==> config.mk <==
export PLATFORM = sky130hd
export DESIGN_NAME = bit_pack_top
export DESIGN_NICKNAME = d
export VERILOG_FILES = /design/src/rtl/pack_pkg.sv /design/src/rtl/bit_fifo_if.sv /design/src/rtl/word_fifo.sv /design/src/rtl/bit_fifo.sv /design/src/rtl/bit_pack.sv /design/src/rtl/bit_pack_top.sv
export SDC_FILE = /design/constraint.sdc
export NUM_CORES = 1
export LEC_CHECK = 0
export BUFFER_PORTS_ARGS = -buffer_cell sky130_fd_sc_hd__buf_2
export CAP_MARGIN = 20
export CELL_PAD_IN_SITES_DETAIL_PLACEMENT = 1
export CELL_PAD_IN_SITES_GLOBAL_PLACEMENT = 2
export CORE_AREA = 2 2 289 291
export CTS_CLUSTER_DIAMETER = 80
export CTS_CLUSTER_SIZE = 28
export DETAILED_ROUTE_END_ITERATION = 7
export DIE_AREA = 0 0 291 293
export PLACE_DENSITY = 0.59
export SLEW_MARGIN = 20
export SYNTH_ARGS = -nofsm -noshare
export SYNTH_HDL_FRONTEND = slang
export SYNTH_SLANG_ARGS = --single-unit
==> constraint.sdc <==
create_clock -name clk_i -period 11.8 [get_ports clk_i]
set_input_delay 0.59 -clock clk_i [delete_from_list [all_inputs] [get_ports clk_i]]
set_output_delay 0.59 -clock clk_i [all_outputs]
set_load 0.005 [all_outputs]
==> src/rtl/pack_pkg.sv <==
`default_nettype none

package pack_pkg;

   // packed word width
   localparam int DATA_W = 21;

   // field width value, 0 up to DATA_W
   localparam int WIDTH_W = $clog2(DATA_W + 1);

   // bit fifo holds two words
   localparam int BFIFO_W = 2 * DATA_W;

   // bit fifo level, 0 up to BFIFO_W
   localparam int LEVEL_W = $clog2(BFIFO_W + 1);

   // input fifo depth is 8 words
   localparam int IN_DEPTH_LOG2 = 3;

   // output fifo depth is 4 words
   localparam int OUT_DEPTH_LOG2 = 2;

endpackage

`default_nettype wire

==> src/rtl/bit_fifo_if.sv <==
`default_nettype none

interface bit_fifo_if;

   import pack_pkg::*;

   // push side
   logic               write;
   logic [WIDTH_W-1:0] wwidth;
   logic [DATA_W-1:0]  wdata;
   // free bits
   logic [LEVEL_W-1:0] wlevel;

   // pop side
   logic               read;
   logic [WIDTH_W-1:0] rwidth;
   logic [DATA_W-1:0]  rdata;
   // filled bits
   logic [LEVEL_W-1:0] rlevel;

   modport ctrl (
      output write, wwidth, wdata,
      input  wlevel,
      output read, rwidth,
      input  rdata, rlevel
   );

   modport fifo (
      input  write, wwidth, wdata,
      output wlevel,
      input  read, rwidth,
      output rdata, rlevel
   );

endinterface

`default_nettype wire

==> src/rtl/word_fifo.sv <==
`default_nettype none

module word_fifo #(
   parameter int DEPTH_LOG2 = pack_pkg::IN_DEPTH_LOG2
) (
   input  wire logic                        clk_i,
   input  wire logic                        arst_n_i,
   input  wire logic                        rst_i,

   // write side
   input  wire logic                        write_i,
   input  wire logic [pack_pkg::DATA_W-1:0] wdata_i,
   output logic                             full_o,

   // read side, data one cycle after the strobe
   input  wire logic                        read_i,
   output logic      [pack_pkg::DATA_W-1:0] rdata_o,
   output logic                             empty_o
);

   import pack_pkg::*;

   logic [DATA_W-1:0]     mem [2**DEPTH_LOG2];
   logic [DEPTH_LOG2-1:0] wptr_q;
   logic [DEPTH_LOG2-1:0] rptr_q;
   logic [DEPTH_LOG2:0]   count_q;
   logic                  wr_en;
   logic                  rd_en;

   // msb of the count is only set when every slot is taken
   assign full_o  = count_q[DEPTH_LOG2];
   assign empty_o = (count_q == '0);

   // writes while full and reads while empty are ignored
   assign wr_en = write_i & ~full_o;
   assign rd_en = read_i & ~empty_o;

   always_ff @(posedge clk_i or negedge arst_n_i) begin
      if (!arst_n_i) begin
         wptr_q  <= '0;
         rptr_q  <= '0;
         count_q <= '0;
      end else if (rst_i) begin
         wptr_q  <= '0;
         rptr_q  <= '0;
         count_q <= '0;
      end else begin
         if (wr_en) begin
            wptr_q <= wptr_q + 1'b1;
         end
         if (rd_en) begin
            rptr_q <= rptr_q + 1'b1;
         end
         case ({wr_en, rd_en})
            2'b10:   count_q <= count_q + 1'b1;
            2'b01:   count_q <= count_q - 1'b1;
            default: count_q <= count_q;
         endcase
      end
   end

   // storage
   always_ff @(posedge clk_i) begin
      if (wr_en) begin
         mem[wptr_q] <= wdata_i;
      end
   end

   // registered read port, holds until the next accepted read
   always_ff @(posedge clk_i) begin
      if (rd_en) begin
         rdata_o <= mem[rptr_q];
      end
   end

endmodule

`default_nettype wire

==> src/rtl/bit_fifo.sv <==
`default_nettype none

module bit_fifo (
   input wire logic clk_i,
   input wire logic arst_n_i,
   input wire logic rst_i,

   bit_fifo_if.fifo bf
);

   import pack_pkg::*;

   // shift register, oldest bit at position 0
   logic [BFIFO_W-1:0] data_q;
   logic [BFIFO_W-1:0] data_d;

   // number of valid bits in data_q
   logic [LEVEL_W-1:0] fill_q;
   logic [LEVEL_W-1:0] fill_d;

   // state after the pop
   logic [BFIFO_W-1:0] popped;
   logic [LEVEL_W-1:0] fill_pop;

   // push alignment
   logic [BFIFO_W-1:0] keep_mask;
   logic [BFIFO_W-1:0] push_bits;

   // field masks for push and pop widths
   logic [DATA_W-1:0]  wmask;
   logic [DATA_W-1:0]  rmask;

   // a width of DATA_W shifts the one out and gives all ones
   assign wmask = (DATA_W'(1) << bf.wwidth) - DATA_W'(1);
   assign rmask = (DATA_W'(1) << bf.rwidth) - DATA_W'(1);

   // pop first
   always_comb begin
      if (bf.read) begin
         popped   = data_q >> bf.rwidth;
         fill_pop = fill_q - LEVEL_W'(bf.rwidth);
      end else begin
         popped   = data_q;
         fill_pop = fill_q;
      end
   end

   // then push at the reduced fill
   always_comb begin
      keep_mask = (BFIFO_W'(1) << fill_pop) - BFIFO_W'(1);
      push_bits = BFIFO_W'(bf.wdata & wmask) << fill_pop;

      // stale bits above the fill are dropped before the merge
      data_d = popped & keep_mask;
      fill_d = fill_pop;

      if (bf.write) begin
         data_d = data_d | push_bits;
         fill_d = fill_pop + LEVEL_W'(bf.wwidth);
      end
   end

   always_ff @(posedge clk_i or negedge arst_n_i) begin
      if (!arst_n_i) begin
         fill_q <= '0;
      end else if (rst_i) begin
         fill_q <= '0;
      end else begin
         fill_q <= fill_d;
      end
   end

   always_ff @(posedge clk_i) begin
      data_q <= data_d;
   end

   // head of the register, zeros above rwidth
   assign bf.rdata = data_q[DATA_W-1:0] & rmask;

   // levels
   assign bf.rlevel = fill_q;
   assign bf.wlevel = LEVEL_W'(BFIFO_W) - fill_q;

endmodule

`default_nettype wire

==> src/rtl/bit_pack.sv <==
`default_nettype none

module bit_pack (
   input  wire logic                         clk_i,
   input  wire logic                         arst_n_i,
   input  wire logic                         rst_i,

   // configuration, only changed around rst_i
   input  wire logic                         wrap_i,
   input  wire logic [pack_pkg::WIDTH_W-1:0] width_i,

   // unpacked fields from the input fifo
   output logic                              read_o,
   input  wire logic                         rready_i,
   input  wire logic [pack_pkg::DATA_W-1:0]  rdata_i,

   // packed words to the output fifo
   output logic                              write_o,
   input  wire logic                         wready_i,
   output logic      [pack_pkg::DATA_W-1:0]  wdata_o
);

   import pack_pkg::*;

   bit_fifo_if bf_if ();

   // program counter
   logic [1:0]         pc_q;
   logic [1:0]         pc_d;

   // whole-field width of one wrapped word
   logic [WIDTH_W-1:0] wrap_acc_q;
   logic [WIDTH_W-1:0] wrap_acc_d;
   logic [WIDTH_W:0]   acc_sum;

   logic [WIDTH_W-1:0] pop_width;
   logic               read;
   logic               push;
   logic               pop;

   // one extra bit so 21 + 21 does not wrap
   assign acc_sum   = {1'b0, wrap_acc_q} + {1'b0, width_i};
   assign pop_width = wrap_i ? wrap_acc_q : WIDTH_W'(DATA_W);

   always_comb begin
      read       = 1'b0;
      push       = 1'b0;
      pop        = 1'b0;
      wrap_acc_d = wrap_acc_q;
      pc_d       = pc_q + 2'd1;

      case (pc_q)
         // size the pop, one field per cycle
         2'd0: begin
            if (wrap_i && (acc_sum <= (WIDTH_W+1)'(DATA_W))) begin
               pc_d       = pc_q;
               wrap_acc_d = acc_sum[WIDTH_W-1:0];
            end
         end
         // fetch a field if there is room for it
         2'd1: begin
            if (!rready_i || (bf_if.wlevel < LEVEL_W'(width_i))) begin
               pc_d = 2'd3;
            end else begin
               read = 1'b1;
            end
         end
         // field is on the input fifo read port now
         2'd2: begin
            push = 1'b1;
         end
         // emit a word when one is complete
         2'd3: begin
            if ((bf_if.rlevel >= LEVEL_W'(pop_width)) && wready_i) begin
               pop = 1'b1;
            end
            pc_d = 2'd1;
         end
         default: begin
            pc_d = 2'd0;
         end
      endcase
   end

   always_ff @(posedge clk_i or negedge arst_n_i) begin
      if (!arst_n_i) begin
         pc_q       <= 2'd0;
         wrap_acc_q <= '0;
      end else if (rst_i) begin
         pc_q       <= 2'd0;
         wrap_acc_q <= '0;
      end else begin
         pc_q       <= pc_d;
         wrap_acc_q <= wrap_acc_d;
      end
   end

   assign bf_if.write  = push;
   assign bf_if.wwidth = width_i;
   assign bf_if.wdata  = rdata_i;
   assign bf_if.read   = pop;
   assign bf_if.rwidth = pop_width;

   bit_fifo u_bit_fifo (
      .clk_i   (clk_i),
      .arst_n_i(arst_n_i),
      .rst_i   (rst_i),
      .bf      (bf_if.fifo)
   );

   assign read_o  = read;
   assign write_o = pop;
   assign wdata_o = bf_if.rdata;

endmodule

`default_nettype wire

==> src/rtl/bit_pack_top.sv <==
`default_nettype none

module bit_pack_top (
   input  wire logic                         clk_i,
   input  wire logic                         arst_n_i,
   input  wire logic                         rst_i,
   input  wire logic                         wrap_i,
   input  wire logic [pack_pkg::WIDTH_W-1:0] width_i,

   // input word side
   input  wire logic                         in_write_i,
   input  wire logic [pack_pkg::DATA_W-1:0]  in_data_i,
   output logic                              in_full_o,

   // output word side
   input  wire logic                         out_read_i,
   output logic      [pack_pkg::DATA_W-1:0]  out_data_o,
   output logic                              out_empty_o
);

   import pack_pkg::*;

   logic              in_empty;
   logic              in_ready;
   logic [DATA_W-1:0] in_rdata;
   logic              pack_read;
   logic              pack_write;
   logic [DATA_W-1:0] pack_wdata;
   logic              out_full;
   logic              out_ready;

   assign in_ready  = ~in_empty;
   assign out_ready = ~out_full;

   word_fifo #(
      .DEPTH_LOG2(IN_DEPTH_LOG2)
   ) u_in_fifo (
      .clk_i   (clk_i),
      .arst_n_i(arst_n_i),
      .rst_i   (rst_i),
      .write_i (in_write_i),
      .wdata_i (in_data_i),
      .full_o  (in_full_o),
      .read_i  (pack_read),
      .rdata_o (in_rdata),
      .empty_o (in_empty)
   );

   bit_pack u_pack (
      .clk_i   (clk_i),
      .arst_n_i(arst_n_i),
      .rst_i   (rst_i),
      .wrap_i  (wrap_i),
      .width_i (width_i),
      .read_o  (pack_read),
      .rready_i(in_ready),
      .rdata_i (in_rdata),
      .write_o (pack_write),
      .wready_i(out_ready),
      .wdata_o (pack_wdata)
   );

   word_fifo #(
      .DEPTH_LOG2(OUT_DEPTH_LOG2)
   ) u_out_fifo (
      .clk_i   (clk_i),
      .arst_n_i(arst_n_i),
      .rst_i   (rst_i),
      .write_i (pack_write),
      .wdata_i (pack_wdata),
      .full_o  (out_full),
      .read_i  (out_read_i),
      .rdata_o (out_data_o),
      .empty_o (out_empty_o)
   );

endmodule

`default_nettype wire

==> results.txt <==
Setup CP Type: reg -> reg
Initial Utilization: 24.8%
Final hold vios: 0
Detailed placer's ending HPWL: 50,600 um
H-tree depth: 1
Die Span X: 291 um
# resized after CTS: 0
Area of the mapped netlist: 0.0203 sq mm
Initial antenna violation count: 0
Clock Skew: 0.0497 ns
Max cap viols: 0
Min Hold Slack: 0.0245 ns
CP max FO: 44
DRT antenna net count: 0
First-pass GRT wire length: 105,000 um
Worst vdd ir: 0.113 mV
Internal cell power: 0.00289 W
Power share of the clock group: 20.6%
Die area: 0.0853 sq mm
Netlist cell types: 95
Logic pwr share: 45.7%
Fin area: 0.0228 sq mm
DR vias: 14,600
Leading area contributor after synthesis: edfxtp_1
Sw Share: 44.0%
Final non-filler cell total: 2,815
Power Density: 226 mW/mm^2
Post-CTS Setup Repair Bufs: 0
Gpl congestion: 0.875
Total gr overflow: 0
Layout area overhead: 12.3%
DRC: 0
Yosys top cell area share: 43.5%
Tmin final: 6.25 ns
Mapped Cells: 1,732
Slowest cell on the critical path: a211oi_2
Seq/Total Area, Yosys: 51.3%
DRT Pass-1 Iters: 5
Worst EP required: 12.28 ns
Count leader, synth: edfxtp_1
DRT iter0 DRCs: 897
Inserted Diodes: 0
Area contributors post-synth: edfxtp_1 (43%), mux4_2 (7.1%), mux2i_1 (6.5%)
TritonCTS clock tree: done
Most used cell, CP: buf_4
Max transition margin: 30.1%
HP Class: in -> async
Largest net degree at the start of global routing: 49
Nets: 1,797
Worst path max stage delay: 0.84 ns
Dpl cell area: 0.0218 sq mm
Hold-fix buffers, CTS: 0
Worst setup SP type: flop
TritonCTS Buffers: 26
CP arrival: 6.74 ns
Synth top cells by count: edfxtp_1 (294), mux2i_1 (132), nand2_1 (131)
Worst Tran Pin Value: 1.04 ns
Core Area: 0.0818 sq mm
FF+latch count, synth: 366
Post-synth net total: 1,802
Latest clock arrival within the worst-skew pair: 0.62 ns
Run status: completed
Max-slew violation count: 0
Top_reg_cell synth: edfxtp_1
Row count: 105
Clock tree buffer depth: 3
Final setup TNS: 0 ns
# port buffers: 54
Reg clk slew, reported paths: 0.09 ns
Setup violators final: 0
Number of synthesized flops with an enable pin: 294
Worst R2R Setup Slack: 5.55 ns
Drt wl/cell: 24.8 um
Fin crit share: 53.0%
Critical path, cell by cell: nor2b_4, buf_4, inv_1, ha_1, inv_1, fa_1, a21oi_1, nor2_1, a211oi_2, nor2_4, o21ai_2, buf_4, clkinv_1, buf_4, nand2_1, or3_1, ha_1, nand2_2, or4_1, a32o_1, a22o_1
Overall Global Routing Usage: 16.2%
Fmax: 160 MHz
Crit. End Element: flop
Die Y: 293 um
Avg Synthesized Cell Area: 11.7 sq um
Pre-CTS WS: 5.18 ns
Asr flop ratio synth: 8.20%
Drt total wl: 69,800 um
Pleak: 8.07 nW
RSZ-0062 raised after global routing: no
Yosys warns: 0
Psw: 0.00227 W
Flop pwr share: 33.7%
Via density: 5.17
Vias in the first global route: 15,500
Clk root buf: clkbuf_16
Post-route setup slack: 5.55 ns
Placed Cells: 2,769
Clk sinks: 366
IO Pins: 55
Layout cells sized above 1: 17.1%
==> stage by stage <==
stage	utilization [%]	power, W
final	27.9	0.00516
after global routing	27.9	0.00544
after CTS	27.9	0.00519
after detailed placement	26.6	0.00412
after global placement	26.6	0.00410
after floorplan	-	0.00330
==> flip-flops by register name, summed over array words and instances (netlist names), 3 cells and up <==
name / count
u_out_fifo.count_q: 3
u_in_fifo.rdata_o: 21
u_in_fifo.rptr_q: 3
u_out_fifo.mem: 84
u_pack.u_bit_fifo.data_q: 42
u_in_fifo.count_q: 4
u_pack.u_bit_fifo.bf.rlevel: 6
u_pack.wrap_acc_q: 5
u_in_fifo.wptr_q: 3
u_out_fifo.rdata_o: 21
u_in_fifo.mem: 168
==> power by group through the flow <==
| stage | Clock, W | Sequential (W) | Combinational, W |
|---|---|---|---|
| after floorplan | 0 | 0.00168 | 0.00162 |
| after global placement | 0 | 0.00177 | 0.00234 |
| after detailed placement | 0 | 0.00177 | 0.00235 |
| after CTS | 0.00110 | 0.00174 | 0.00236 |
| after global routing | 0.00113 | 0.00175 | 0.00256 |
| final | 0.00107 | 0.00174 | 0.00236 |
==> critical path: cells and delay by family (launching register included) <==
kind	cells	cell delay [ns]
adders and majority gates	3	1.13
and+or+nand+nor	7	1.27
DFF	1	0.51
AOI/OAI and AO/OA	5	1.62
buffers and inverters	6	1.55
==> layout make-up <==
class                           instances  area, sq um
Inverter                               33          124
Multi-Input combinational cell       1209         9340
Timing Repair Buffer                   91          548
Clock inverter                         20          387
Tap cell                             1070         1340
Fill cell                            8972        59000
Clock buffer                           26          651
Sequential cell                       366        10400
==> cells by family (layout without fill, tap and decap cells) <==
kind of cell / count (synthesis) / count (layout) / synth area share (%)
fa+ha+maj: 38 / 38 / 2.49
mux: 230 / 230 / 15.5
compound gates: 413 / 413 / 14.2
simple gates: 493 / 493 / 11.7
xor+xnor: 35 / 35 / 1.61
buf+inv: 157 / 170 / 3.18
flops: 366 / 366 / 51.3
==> path summary, 6_finish.rpt <==
| kind | start | end | cells past startpoint |
|---|---|---|---|
| worst max-delay path | u_pack.wrap_acc_q[0] | u_pack.u_bit_fifo.data_q[30] | 21 |
| worst max register to register | u_pack.wrap_acc_q[0] | u_pack.u_bit_fifo.data_q[30] | 21 |
| worst min register to register | u_in_fifo.count_q[2] | u_in_fifo.count_q[2] | 2 |
| max in group asynchronous | arst_n_i | u_out_fifo.rptr_q[1] | 1 |
| worst min-delay path | arst_n_i | u_in_fifo.wptr_q[1] | 1 |
| min in group clk_i | in_data_i[16] | u_in_fifo.mem[0][16] | 1 |
==> layer usage <==
| metal | vias up | wire [um] | track usage (%) |
|---|---|---|---|
| met1 | 7579 | 31700 | 21.6 |
| met5 | - | 0 | 0 |
| met2 | 243 | 34400 | 28.3 |
| met4 | 0 | 1780 | 3.99 |
| met3 | 80 | 1900 | 1.51 |
| li1 | 6657 | - | - |
==> cell usage in the layout, fill, tap and decap left out, types with 34 or more instances in the layout <==
| master | instances |
|---|---|
| nand3_1 | 38 |
| nand2_1 | 130 |
| ha_1 | 34 |
| mux2_2 | 34 |
| nor3_1 | 72 |
| nor2_1 | 111 |
| mux4_2 | 64 |
| mux2i_1 | 132 |
| buf_2 | 54 |
| a21oi_1 | 101 |
| o21ai_0 | 65 |
| dfxtp_1 | 42 |
| edfxtp_1 | 294 |
| buf_4 | 37 |
(Power assumes the default switching activity.)
